[src/verilog/sl_cfg_pkg.sv]
// Link-wide configuration
//  - flit data width
//  - NoC flit type shared by the request and response channels
//  - default lane count, beat divider and credit count
package sl_cfg_pkg;

  // Data bits carried by one NoC flit
  parameter int FlitDataSize = 16;

  // Flit as seen on the NoC side of the link
  typedef struct packed {
    logic                    valid;
    logic [FlitDataSize-1:0] data;
  } noc_flit_t;

  //////////////////////////////////////////////////
  // Defaults handed down by the top level
  //////////////////////////////////////////////////

  // Lanes in each direction
  parameter int DefNumLanes = 4;

  // clk_i cycles per beat, even and at least 2
  parameter int DefClkDiv = 4;

  // Credits per direction, also the receive FIFO depth
  parameter int DefNumCredits = 4;

endpackage : sl_cfg_pkg

[src/verilog/sl_frame_pkg.sv]
// Link layer types
//  - channel header enum
//  - payload and frame structs, frame width
//  - physical layer transmit states
package sl_frame_pkg;

  // Header bit that tells the two NoC channels apart
  typedef enum logic {
    CHAN_REQ = 1'b0,
    CHAN_RSP = 1'b1
  } noc_chan_e;

  typedef struct packed {
    noc_chan_e                            hdr;
    logic [sl_cfg_pkg::FlitDataSize-1:0]  flit_data;
  } payload_t;

  // One frame on the wire, start is always set
  typedef struct packed {
    logic     start;
    logic     data_valid;
    logic     credit_ret;
    payload_t payload;
  } frame_t;

  parameter int FrameBits = $bits(frame_t);

  typedef enum logic {
    TX_IDLE  = 1'b0,
    TX_SHIFT = 1'b1
  } phy_tx_state_e;

endpackage : sl_frame_pkg

[src/verilog/sl_credit_fifo.sv]
// Receive FIFO of the data link
//  - circular buffer, one entry per credit
//  - head visible one cycle after a write, pop pulse per accepted read
`timescale 1ns/1ps

module sl_credit_fifo #(
  parameter int NumCredits = 4
) (
  input  logic                   clk_i,
  input  logic                   reset_i,
  input  logic                   wr_valid_i,
  input  sl_frame_pkg::payload_t wr_data_i,
  output logic                   rd_valid_o,
  output sl_frame_pkg::payload_t rd_data_o,
  input  logic                   rd_ready_i,
  output logic                   pop_o
);

  import sl_frame_pkg::*;

  localparam int PtrW = (NumCredits > 1) ? $clog2(NumCredits) : 1;
  localparam int CntW = $clog2(NumCredits + 1);

  payload_t        mem_q [NumCredits];
  logic [PtrW-1:0] wr_ptr_q;
  logic [PtrW-1:0] rd_ptr_q;
  logic [CntW-1:0] count_q;

  assign rd_valid_o = count_q != '0;
  assign rd_data_o  = mem_q[rd_ptr_q];
  assign pop_o      = rd_valid_o && rd_ready_i;

  always_ff @(posedge clk_i) begin
    if (reset_i) begin
      wr_ptr_q <= '0;
      rd_ptr_q <= '0;
      count_q  <= '0;
    end else begin
      if (wr_valid_i) begin
        wr_ptr_q <= (wr_ptr_q == PtrW'(NumCredits - 1)) ? '0 : wr_ptr_q + 1'b1;
      end
      if (pop_o) begin
        rd_ptr_q <= (rd_ptr_q == PtrW'(NumCredits - 1)) ? '0 : rd_ptr_q + 1'b1;
      end
      count_q <= count_q + CntW'(wr_valid_i) - CntW'(pop_o);
    end
  end

  // Storage
  always_ff @(posedge clk_i) begin
    if (wr_valid_i) begin
      mem_q[wr_ptr_q] <= wr_data_i;
    end
  end

endmodule : sl_credit_fifo

[src/verilog/sl_data_link.sv]
// Data link layer
//  - transmit frame register with credit check
//  - credit counter and owed-credit bookkeeping
//  - receive FIFO for incoming payloads
`timescale 1ns/1ps

module sl_data_link #(
  parameter int NumCredits = 4
) (
  input  logic                   clk_i,
  input  logic                   reset_i,
  // From and to the bridge
  input  sl_frame_pkg::payload_t tx_payload_i,
  input  logic                   tx_valid_i,
  output logic                   tx_ready_o,
  output sl_frame_pkg::payload_t rx_payload_o,
  output logic                   rx_valid_o,
  input  logic                   rx_ready_i,
  // To phy_tx
  output sl_frame_pkg::frame_t   frame_o,
  output logic                   frame_valid_o,
  input  logic                   frame_ready_i,
  // From phy_rx
  input  sl_frame_pkg::frame_t   frame_rx_i,
  input  logic                   frame_rx_valid_i
);

  import sl_frame_pkg::*;

  localparam int CntW = $clog2(NumCredits + 1);

  logic [CntW-1:0] credit_q;
  logic [CntW-1:0] owed_q;
  frame_t          frame_q;
  logic            frame_valid_q;
  logic            send_data;
  logic            owe;
  logic            load;
  logic            credit_in;
  logic            pop;

  //////////////////////////////////////////////////
  // Transmit side
  //////////////////////////////////////////////////

  assign tx_ready_o = !frame_valid_q && (credit_q != '0);
  assign send_data  = tx_valid_i && tx_ready_o;
  assign owe        = owed_q != '0;

  // A frame carries data, a returned credit, or both
  assign load       = !frame_valid_q && (send_data || owe);
  assign credit_in  = frame_rx_valid_i && frame_rx_i.credit_ret;

  always_ff @(posedge clk_i) begin
    if (reset_i) begin
      frame_valid_q <= 1'b0;
      credit_q      <= CntW'(NumCredits);
      owed_q        <= '0;
    end else begin
      if (load) begin
        frame_valid_q <= 1'b1;
      end else if (frame_ready_i) begin
        frame_valid_q <= 1'b0;
      end
      credit_q <= credit_q - CntW'(send_data) + CntW'(credit_in);
      owed_q   <= owed_q + CntW'(pop) - CntW'(load && owe);
    end
  end

  always_ff @(posedge clk_i) begin
    if (load) begin
      frame_q.start      <= 1'b1;
      frame_q.data_valid <= send_data;
      frame_q.credit_ret <= owe;
      frame_q.payload    <= tx_payload_i;
    end
  end

  assign frame_o       = frame_q;
  assign frame_valid_o = frame_valid_q;

  //////////////////////////////////////////////////
  // Receive side
  //////////////////////////////////////////////////

  // Credits guarantee room, so data frames are written unconditionally
  sl_credit_fifo #(
    .NumCredits ( NumCredits )
  ) i_rx_fifo (
    .clk_i      ( clk_i                                      ),
    .reset_i    ( reset_i                                    ),
    .wr_valid_i ( frame_rx_valid_i && frame_rx_i.data_valid  ),
    .wr_data_i  ( frame_rx_i.payload                         ),
    .rd_valid_o ( rx_valid_o                                 ),
    .rd_data_o  ( rx_payload_o                               ),
    .rd_ready_i ( rx_ready_i                                 ),
    .pop_o      ( pop                                        )
  );

endmodule : sl_data_link

[src/verilog/sl_noc_bridge.sv]
// NoC bridge
//  - round-robin merge of request and response flits into one payload stream
//  - split of received payloads by header onto the two output channels
`timescale 1ns/1ps

module sl_noc_bridge (
  input  logic                   clk_i,
  input  logic                   reset_i,
  // NoC side
  input  sl_cfg_pkg::noc_flit_t  req_i,
  input  sl_cfg_pkg::noc_flit_t  rsp_i,
  output logic                   req_ready_o,
  output logic                   rsp_ready_o,
  output sl_cfg_pkg::noc_flit_t  req_o,
  output sl_cfg_pkg::noc_flit_t  rsp_o,
  input  logic                   req_ready_i,
  input  logic                   rsp_ready_i,
  // Data link side
  output sl_frame_pkg::payload_t tx_payload_o,
  output logic                   tx_valid_o,
  input  logic                   tx_ready_i,
  input  sl_frame_pkg::payload_t rx_payload_i,
  input  logic                   rx_valid_i,
  output logic                   rx_ready_o
);

  import sl_frame_pkg::*;

  noc_chan_e last_grant_q;
  logic      sel_rsp;
  logic      sel_req;

  //////////////////////////////////////////////////
  // Transmit merge
  //////////////////////////////////////////////////

  // Response wins when alone, or when request was served last
  assign sel_rsp = rsp_i.valid && (!req_i.valid || last_grant_q == CHAN_REQ);
  assign sel_req = req_i.valid && !sel_rsp;

  assign tx_valid_o             = req_i.valid || rsp_i.valid;
  assign tx_payload_o.hdr       = sel_rsp ? CHAN_RSP : CHAN_REQ;
  assign tx_payload_o.flit_data = sel_rsp ? rsp_i.data : req_i.data;

  // Only the granted channel sees ready while the other one waits
  assign req_ready_o = tx_ready_i && !sel_rsp;
  assign rsp_ready_o = tx_ready_i && !sel_req;

  always_ff @(posedge clk_i) begin
    if (reset_i) begin
      last_grant_q <= CHAN_RSP;
    end else if (tx_valid_o && tx_ready_i) begin
      last_grant_q <= tx_payload_o.hdr;
    end
  end

  //////////////////////////////////////////////////
  // Receive split
  //////////////////////////////////////////////////

  assign req_o.valid = rx_valid_i && (rx_payload_i.hdr == CHAN_REQ);
  assign req_o.data  = rx_payload_i.flit_data;
  assign rsp_o.valid = rx_valid_i && (rx_payload_i.hdr == CHAN_RSP);
  assign rsp_o.data  = rx_payload_i.flit_data;

  // Head of the FIFO waits on whichever channel it belongs to
  assign rx_ready_o = (rx_payload_i.hdr == CHAN_REQ) ? req_ready_i : rsp_ready_i;

endmodule : sl_noc_bridge

[src/verilog/sl_phy_tx.sv]
// Physical layer transmitter
//  - FSM that takes one frame at a time from the data link
//  - beat serializer over NumLanes lanes and forwarded clock
`timescale 1ns/1ps

module sl_phy_tx #(
  parameter int NumLanes = 4,
  parameter int ClkDiv   = 4
) (
  input  logic                 clk_i,
  input  logic                 reset_i,
  input  sl_frame_pkg::frame_t frame_i,
  input  logic                 frame_valid_i,
  output logic                 frame_ready_o,
  output logic                 ddr_rcv_clk_o,
  output logic [NumLanes-1:0]  ddr_o
);

  import sl_frame_pkg::*;

  localparam int Beats   = (FrameBits + NumLanes - 1) / NumLanes;
  localparam int PadBits = Beats * NumLanes;
  localparam int BeatW   = (Beats > 1) ? $clog2(Beats) : 1;
  localparam int DivW    = $clog2(ClkDiv);

  phy_tx_state_e        state_q;
  logic [BeatW-1:0]     beat_q;
  logic [DivW-1:0]      div_q;
  logic [PadBits-1:0]   shift_q;
  logic [FrameBits-1:0] frame_bits;
  logic [FrameBits-1:0] frame_rot;
  logic                 beat_end;

  // Start bit moves to bit 0 so it lands on lane 0 of the first beat
  assign frame_bits = frame_i;
  assign frame_rot  = {frame_bits[FrameBits-2:0], frame_bits[FrameBits-1]};

  assign frame_ready_o = (state_q == TX_IDLE);
  assign beat_end      = (div_q == DivW'(ClkDiv - 1));

  always_ff @(posedge clk_i) begin
    if (reset_i) begin
      state_q <= TX_IDLE;
      beat_q  <= '0;
      div_q   <= '0;
    end else begin
      case (state_q)
        TX_IDLE: begin
          if (frame_valid_i) begin
            state_q <= TX_SHIFT;
            beat_q  <= '0;
            div_q   <= '0;
          end
        end
        TX_SHIFT: begin
          if (beat_end) begin
            div_q  <= '0;
            beat_q <= beat_q + 1'b1;
            if (beat_q == BeatW'(Beats - 1)) begin
              state_q <= TX_IDLE;
            end
          end else begin
            div_q <= div_q + 1'b1;
          end
        end
        default: state_q <= TX_IDLE;
      endcase
    end
  end

  always_ff @(posedge clk_i) begin
    if (state_q == TX_IDLE && frame_valid_i) begin
      shift_q <= PadBits'(frame_rot);
    end else if (state_q == TX_SHIFT && beat_end) begin
      shift_q <= shift_q >> NumLanes;
    end
  end

  // Clock high for the first half of each beat, lanes quiet when idle
  assign ddr_rcv_clk_o = (state_q == TX_SHIFT) && (div_q < DivW'(ClkDiv / 2));
  assign ddr_o         = (state_q == TX_SHIFT) ? shift_q[NumLanes-1:0] : '0;

endmodule : sl_phy_tx

[src/verilog/sl_phy_rx.sv]
// Physical layer receiver
//  - falling-edge detector on the forwarded clock
//  - beat deserializer that starts on the start bit, abort on a lost clock
`timescale 1ns/1ps

module sl_phy_rx #(
  parameter int NumLanes = 4,
  parameter int ClkDiv   = 4
) (
  input  logic                 clk_i,
  input  logic                 reset_i,
  input  logic                 ddr_rcv_clk_i,
  input  logic [NumLanes-1:0]  ddr_i,
  output sl_frame_pkg::frame_t frame_rx_o,
  output logic                 frame_rx_valid_o
);

  import sl_frame_pkg::*;

  localparam int Beats    = (FrameBits + NumLanes - 1) / NumLanes;
  localparam int PadBits  = Beats * NumLanes;
  localparam int BeatW    = (Beats > 1) ? $clog2(Beats) : 1;
  localparam int GapLimit = 2 * ClkDiv;
  localparam int GapW     = $clog2(GapLimit + 1);

  logic                        rcv_clk_q;
  logic                        busy_q;
  logic                        valid_q;
  logic [BeatW-1:0]            beat_q;
  logic [GapW-1:0]             gap_q;
  logic [PadBits-1:0]          shift_q;
  logic [PadBits+NumLanes-1:0] shift_in;
  logic [FrameBits-1:0]        frame_bits;
  logic                        fall;
  logic                        capture;

  assign fall     = rcv_clk_q && !ddr_rcv_clk_i;
  // Idle falls without start on lane 0 are ignored
  assign capture  = fall && (busy_q || ddr_i[0]);
  assign shift_in = {ddr_i, shift_q};

  always_ff @(posedge clk_i) begin
    if (reset_i) begin
      rcv_clk_q <= 1'b0;
      busy_q    <= 1'b0;
      valid_q   <= 1'b0;
      beat_q    <= '0;
      gap_q     <= '0;
    end else begin
      rcv_clk_q <= ddr_rcv_clk_i;
      valid_q   <= 1'b0;
      if (fall) begin
        gap_q <= '0;
      end else if (busy_q) begin
        gap_q <= gap_q + 1'b1;
      end
      if (capture) begin
        if (beat_q == BeatW'(Beats - 1)) begin
          busy_q  <= 1'b0;
          beat_q  <= '0;
          valid_q <= 1'b1;
        end else begin
          busy_q <= 1'b1;
          beat_q <= beat_q + 1'b1;
        end
      end else if (busy_q && gap_q == GapW'(GapLimit)) begin
        // Forwarded clock stopped mid-frame, drop the partial frame
        busy_q <= 1'b0;
        beat_q <= '0;
        gap_q  <= '0;
      end
    end
  end

  always_ff @(posedge clk_i) begin
    if (capture) begin
      shift_q <= shift_in[PadBits+NumLanes-1:NumLanes];
    end
  end

  // Undo the start bit rotation of the transmitter
  assign frame_bits       = {shift_q[0], shift_q[FrameBits-1:1]};
  assign frame_rx_o       = frame_t'(frame_bits);
  assign frame_rx_valid_o = valid_q;

endmodule : sl_phy_rx

[src/verilog/serial_link.sv]
// Serial link top level
//  - NoC bridge, data link and physical layer transmitter and receiver
`timescale 1ns/1ps

module serial_link #(
  parameter int NumLanes   = sl_cfg_pkg::DefNumLanes,
  parameter int ClkDiv     = sl_cfg_pkg::DefClkDiv,
  parameter int NumCredits = sl_cfg_pkg::DefNumCredits
) (
  input  logic                  clk_i,
  input  logic                  reset_i,
  input  sl_cfg_pkg::noc_flit_t req_i,
  input  sl_cfg_pkg::noc_flit_t rsp_i,
  output logic                  req_ready_o,
  output logic                  rsp_ready_o,
  output sl_cfg_pkg::noc_flit_t req_o,
  output sl_cfg_pkg::noc_flit_t rsp_o,
  input  logic                  req_ready_i,
  input  logic                  rsp_ready_i,
  input  logic                  ddr_rcv_clk_i,
  output logic                  ddr_rcv_clk_o,
  input  logic [NumLanes-1:0]   ddr_i,
  output logic [NumLanes-1:0]   ddr_o
);

  import sl_frame_pkg::*;

  payload_t tx_payload, rx_payload;
  logic     tx_valid, tx_ready, rx_valid, rx_ready;
  frame_t   frame, frame_rx;
  logic     frame_valid, frame_ready, frame_rx_valid;

  //////////////////////////////////////////////////
  // NoC bridge
  //////////////////////////////////////////////////

  sl_noc_bridge i_noc_bridge (
    .clk_i        ( clk_i       ),
    .reset_i      ( reset_i     ),
    .req_i        ( req_i       ),
    .rsp_i        ( rsp_i       ),
    .req_ready_o  ( req_ready_o ),
    .rsp_ready_o  ( rsp_ready_o ),
    .req_o        ( req_o       ),
    .rsp_o        ( rsp_o       ),
    .req_ready_i  ( req_ready_i ),
    .rsp_ready_i  ( rsp_ready_i ),
    .tx_payload_o ( tx_payload  ),
    .tx_valid_o   ( tx_valid    ),
    .tx_ready_i   ( tx_ready    ),
    .rx_payload_i ( rx_payload  ),
    .rx_valid_i   ( rx_valid    ),
    .rx_ready_o   ( rx_ready    )
  );

  //////////////////////////////////////////////////
  // Data link
  //////////////////////////////////////////////////

  sl_data_link #(
    .NumCredits ( NumCredits )
  ) i_data_link (
    .clk_i            ( clk_i          ),
    .reset_i          ( reset_i        ),
    .tx_payload_i     ( tx_payload     ),
    .tx_valid_i       ( tx_valid       ),
    .tx_ready_o       ( tx_ready       ),
    .rx_payload_o     ( rx_payload     ),
    .rx_valid_o       ( rx_valid       ),
    .rx_ready_i       ( rx_ready       ),
    .frame_o          ( frame          ),
    .frame_valid_o    ( frame_valid    ),
    .frame_ready_i    ( frame_ready    ),
    .frame_rx_i       ( frame_rx       ),
    .frame_rx_valid_i ( frame_rx_valid )
  );

  //////////////////////////////////////////////////
  // Physical layer
  //////////////////////////////////////////////////

  sl_phy_tx #(
    .NumLanes ( NumLanes ),
    .ClkDiv   ( ClkDiv   )
  ) i_phy_tx (
    .clk_i         ( clk_i         ),
    .reset_i       ( reset_i       ),
    .frame_i       ( frame         ),
    .frame_valid_i ( frame_valid   ),
    .frame_ready_o ( frame_ready   ),
    .ddr_rcv_clk_o ( ddr_rcv_clk_o ),
    .ddr_o         ( ddr_o         )
  );

  sl_phy_rx #(
    .NumLanes ( NumLanes ),
    .ClkDiv   ( ClkDiv   )
  ) i_phy_rx (
    .clk_i            ( clk_i          ),
    .reset_i          ( reset_i        ),
    .ddr_rcv_clk_i    ( ddr_rcv_clk_i  ),
    .ddr_i            ( ddr_i          ),
    .frame_rx_o       ( frame_rx       ),
    .frame_rx_valid_o ( frame_rx_valid )
  );

endmodule : serial_link

[config.mk]
export PLATFORM = sky130hd
export DESIGN_NAME = serial_link
export DESIGN_NICKNAME = d
export VERILOG_FILES = /design/src/verilog/sl_cfg_pkg.sv /design/src/verilog/sl_frame_pkg.sv /design/src/verilog/sl_credit_fifo.sv /design/src/verilog/sl_data_link.sv /design/src/verilog/sl_noc_bridge.sv /design/src/verilog/sl_phy_tx.sv /design/src/verilog/sl_phy_rx.sv /design/src/verilog/serial_link.sv
export SDC_FILE = /design/constraint.sdc
export NUM_CORES = 1
export LEC_CHECK = 0
export BUFFER_PORTS_ARGS = -buffer_cell sky130_fd_sc_hd__buf_2
export CAP_MARGIN = 10
export CORE_ASPECT_RATIO = 2
export CORE_MARGIN = 2
export CORE_UTILIZATION = 50
export DETAILED_ROUTE_END_ITERATION = 16
export MAX_ROUTING_LAYER = met4
export PLACE_DENSITY = 0.7
export SLEW_MARGIN = 15
export SYNTH_ARGS = -nofsm -noshare
export SYNTH_HDL_FRONTEND = slang
export SYNTH_SLANG_ARGS = --single-unit
export TNS_END_PERCENT = 100
[constraint.sdc]
create_clock -name clk_i -period 5.32 [get_ports clk_i]
set_input_delay 1.064 -clock clk_i [delete_from_list [all_inputs] [get_ports clk_i]]
set_output_delay 1.064 -clock clk_i [all_outputs]
set_load 0.05 [all_outputs]
After elaboration in Yosys (flattened, before gate mapping)
Memories as Yosys holds them, arrays and structs flattened. A register that Yosys moved wholly into a read port is not among the register bits.
Index checks and enable logic that the tools add are counted.
Cells by class
  order comparisons: 1
  muxes and demuxes: 35
  add/sub/neg operators: 12
  bitwise logic cells: 4
  reductions and logical operators: 35
  eq/ne operators: 9
Operator list (count)
  $mux W20: 2
  $mux W4: 5
  $logic_and A1 B1 Y1: 19
  $mux W16: 1
  $mux W3: 5
  $mux W1: 13
  $mux W2: 6
  $add A3 B1 Y3: 3
  $reduce_bool A3 Y1: 3
  $sub A3 B1 Y3: 3
  $add A2 B1 Y2 const B: 3
  $add A3 B1 Y3 const B: 2
  $eq A2 B2 Y1 const B: 3
  $eq A3 B3 Y1 const B: 2
  $pmux W3 S2: 1
  $logic_not A1 Y1: 5
  $add A4 B1 Y4 const B: 1
  $eq A4 B4 Y1 const B: 1
  $logic_or A1 B1 Y1: 4
  $ne A2 B2 Y1 const B: 2
  $not A1 Y1: 4
  $pmux W2 S2: 1
  $reduce_bool A2 Y1: 2
  $lt A2 B2 Y1 const B: 1
  other kinds (4): 4
Word-level totals
  register bits after elaboration: 90
  bits in writable memories: 68
  memories kept: 1
  word-level logic and storage cells: 119
  input port bits: 43
Memories
  i_data_link.i_rx_fifo.mem_q: depth 4, bits a word 17, read ports 1, clocked after Yosys merged registers in 1, wr ports 1, line sl_credit_fifo.sv:24  | payload_t mem_q [NumCredits];

Logic depth before layout (Yosys ltp)
  depth after elaboration: 7
  depth in mapped cells: 11
  mapped depth without buffers: 11

By module
From an unflattened synthesis, not the netlist that was laid out.
Second synthesis, totals
  cell total of the unflattened synthesis: 414
  area, all modules: 6849.1 µm²
Modules (own cells, without submodules)
  sl_credit_fifo: sequential area each 2222.1 µm², cells an instance 133, area an instance 2957.8 µm², times used 1
  sl_phy_tx: sequential area each 720.7 µm², cells an instance 83, area an instance 1223.7 µm², times used 1
  sl_phy_rx: sequential area each 800.8 µm², cells an instance 74, area an instance 1124.8 µm², times used 1
  sl_data_link: sequential area each 710.7 µm², cells an instance 62, area an instance 989.7 µm², times used 1
  sl_noc_bridge: sequential area each 20.0 µm², cells an instance 62, area an instance 553.0 µm², times used 1

Least setup slack after synthesis
OpenSTA, ideal clock, no wires.
  path type: in2out
  start point: in rsp_i[16] (netlist bit)
  end point: out rsp_ready_o
  stages: 5
  required time: 4.256 ns
  slack: 1.444 ns
  data arrival time: 2.812 ns
  buffers on the path: 2
  path through: a21boi_1 -> buf_2 -> buf_2 -> inv_1 -> a21boi_0
On the way
  longest elaborated chain between the ends: 5
RTL lines
  from (decl): line serial_link.sv:13  | input sl_cfg_pkg::noc_flit_t rsp_i,
  $logic_and A1 B1 Y1: line sl_noc_bridge.sv:38  | assign sel_rsp = rsp_i.valid && (!req_i.valid || last_grant_q == CHAN_REQ);
  $logic_not A1 Y1: line sl_noc_bridge.sv:39  | assign sel_req = req_i.valid && !sel_rsp;
  $logic_and A1 B1 Y1: line sl_noc_bridge.sv:39
  $logic_not A1 Y1: line sl_noc_bridge.sv:47  | assign rsp_ready_o = tx_ready_i && !sel_req;
  $logic_and A1 B1 Y1: line sl_noc_bridge.sv:47
  to (decl): line serial_link.sv:15  | output logic rsp_ready_o,
Every way passes these cells.

==> flow_summary.toml <==
[timing]
fin_ws_ps = 2080
max_freq_mhz = 308
slew_viol_final = 0
finalHoldViolations = 0
finalSetupViolCount = 0
min_period_over_period = 0.609
relSlewSlack = 0.376
min_period_ps = 3240
tns_ps = 0
skew_ps = 12.0
rsz0062_at_grt = "no"
hold_slack_ps = 464
worst_pin_slew_ps = 936

[placement]
place_hpwl_mm = 7.10
pre_cts_ws_ps = 2120
finalWeightedCongestion = 0.736
place_area_um2 = 6900
dp.cells = 602
portBuffers = 83

[global_routing]
antenna_found_initial = 0
grt_overflow = 0
grt_pass1_vias = 3471
grt_max_degree = 30
grt_pass1_wl_mm = 16.7
grt_usage = 0.164

[synthesis]
synth_top_area_share = 0.587
yosysWarnings = 0
synthTopCellsByArea = "edfxtp_1 (59%), dfxtp_1 (10%), mux4_2 (4.2%), mux2_2 (4.0%), ha_1 (3.5%)"
netlist_instances = 394
synth_edf_count = 126
syn_avg_cell_area_um2 = 16.4
syn-cell-area_um2 = 6450
async_reset_ff_frac = 0
ys_types = 48
syn_nets = 458
synth_top_area_cell = "edfxtp_1"
ys_ff_latch = 159
synth_flop_cell = "edfxtp_1"
ys_seq_area_frac = 0.689

[finish]
mostFrequentLayoutCells = "edfxtp_1 (126), buf_2 (83), dfxtp_1 (33), inv_1 (23), mux2_2 (23)"
fill_cells = 949
final_common_cell = "edfxtp_1"
fin_util = 0.599
num_antenna_cells = 0
nNetsFinal = 535
instances_no_fill = 634
final_area_um2 = 7530
drive_gt1_frac = 0.326
area.growth.synth_to_final_pct = 16.8

[critical_path]
path_delay_family = "flip-flops"
cp_cell_sequence = "mux4_2 -> nor2b_1 -> buf_2"
critPathArrivalTime_ps = 2180
cp_max_fo = 17
required_ps = 4260
cp_slowest_cell = "dfxtp_1"
slowest_delay_ps = 900
cp.buffers_inverters = 1
critPathKind = "reg -> out"
setup.worst_path.start_class = "register"
cp-end-kind = "primary output"

[floorplanning]
dieWidth_um = 84.3
core_area_um2 = 12600
die_h_um = 165
io_pins = 84
start_util = 0.513
die_area_um2 = 13900
placementRows = 58

[pwr]
p_leak_nw = 2.80
p_per_area_nw_per_um2 = 520
vdd_drop_max_mv = 0.341
power_mw = 3.92

[cts]
clock_sinks = 159
cts_buffers = 17
ctsLongestPathBuffers = 2
cts_tree = "done"
cts-resized-gates = 0
cts_root_buf = "clkbuf_16"
postCtsHoldBufs = 0
post_cts_buffers = 0
clock_latency_ps = 420
h-tree-depth = 4
clk_pin_slew_worst_paths_ps = 70

[detailed_routing]
antenna_left = 0
routed_wirelength_mm = 10.3
wl_per_cell_um = 16.2
vias = 3382
vias_per_cell = 5.33
dr.pass1.iters = 4
drtIter0Drc = 154
drc = 0

[hold_path]
hp-class = "reg -> reg"

[outcome]
status = "complete, no violations"

[flow_run]
drv_cap = 0
[worst paths after layout]
| check | startpoint | end | slack [ps] | cells after the start |
|---|---|---|---|---|
| setup reg to reg | register | i_data_link.i_rx_fifo.count_q[2] | 2300 | 9 |
| setup / recovery | register | rsp_o[16] | 2080 | 3 |
| hold / removal | i_phy_rx.shift_q[18] | i_phy_rx.shift_q[14] | 460 | 0 |
| hold reg to reg | i_phy_rx.shift_q[18] | i_phy_rx.shift_q[14] | 460 | 0 |
[report_power, final]
group,internal (mW),total (mW),leakage [nW],switching [mW]
Combinational,0.358,1.02,1.06,0.661
Clock,0.756,1.27,0.300,0.511
Sequential,1.55,1.63,1.43,0.0849
[logic make-up after synthesis]
family,Yosys count,share of synthesized area
DFF,159,0.689
adders and majority gates,21,0.0443
buffers and inverters,53,0.0423
muxes,53,0.126
xor gates and xnor gates,9,0.0122
AOI/OAI and AO/OA,25,0.0252
and+or+nand+nor,74,0.0604
[sequential cells by signal (all words and copies together), names as in the netlist, named ones only]
| signal | cells |
|---|---|
| i_data_link.credit_q | 3 |
| i_data_link.frame_o | 19 |
| i_data_link.frame_valid_o | 1 |
| i_data_link.i_rx_fifo.count_q | 3 |
| i_data_link.i_rx_fifo.mem_q | 68 |
| i_data_link.i_rx_fifo.rd_ptr_q | 2 |
| i_data_link.i_rx_fifo.wr_ptr_q | 2 |
| i_data_link.owed_q | 3 |
| i_noc_bridge.last_grant_q | 1 |
| i_phy_rx.beat_q | 3 |
| i_phy_rx.busy_q | 1 |
| i_phy_rx.frame_rx_valid_o | 1 |
| i_phy_rx.gap_q | 4 |
| i_phy_rx.rcv_clk_q | 1 |
| i_phy_rx.shift_q | 19 |
| i_phy_tx.beat_q | 3 |
| i_phy_tx.div_q | 2 |
| i_phy_tx.shift_q | 20 |
| i_phy_tx.state_q | 1 |
[cells in the mapped netlist, types with 6 or more instances]
| master | count |
|---|---|
| ha_1 | 18 |
| a21oi_1 | 8 |
| buf_4 | 16 |
| dfxtp_1 | 33 |
| inv_1 | 23 |
| nor2b_1 | 11 |
| xnor2_1 | 6 |
| clkbuf_1 | 8 |
| nor2_1 | 20 |
| mux2_1 | 8 |
| nand2_1 | 8 |
| mux4_2 | 12 |
| edfxtp_1 | 126 |
| nor3_1 | 8 |
| and2_1 | 9 |
| mux2_2 | 23 |
[layout make-up]
| type | instances | area [um2] | share of cell area |
|---|---|---|---|
| inverters | 23 | 86.3 | 0.0115 |
| well taps | 150 | 188 | 0.0249 |
| multi-input cells | 182 | 1730 | 0.230 |
| flip-flops and latches | 159 | 4440 | 0.591 |
| repair buffers | 88 | 453 | 0.0602 |
| clock inverters | 15 | 198 | 0.0263 |
| clock buffers | 17 | 425 | 0.0565 |
[layer usage]
metal  global-route usage  wire length (um)
met1                0.161              3740
met2                0.304              6000
met3               0.0360               347
met4               0.0740               163
met5                    -                 0
Power figures use the tool's default switching activity.
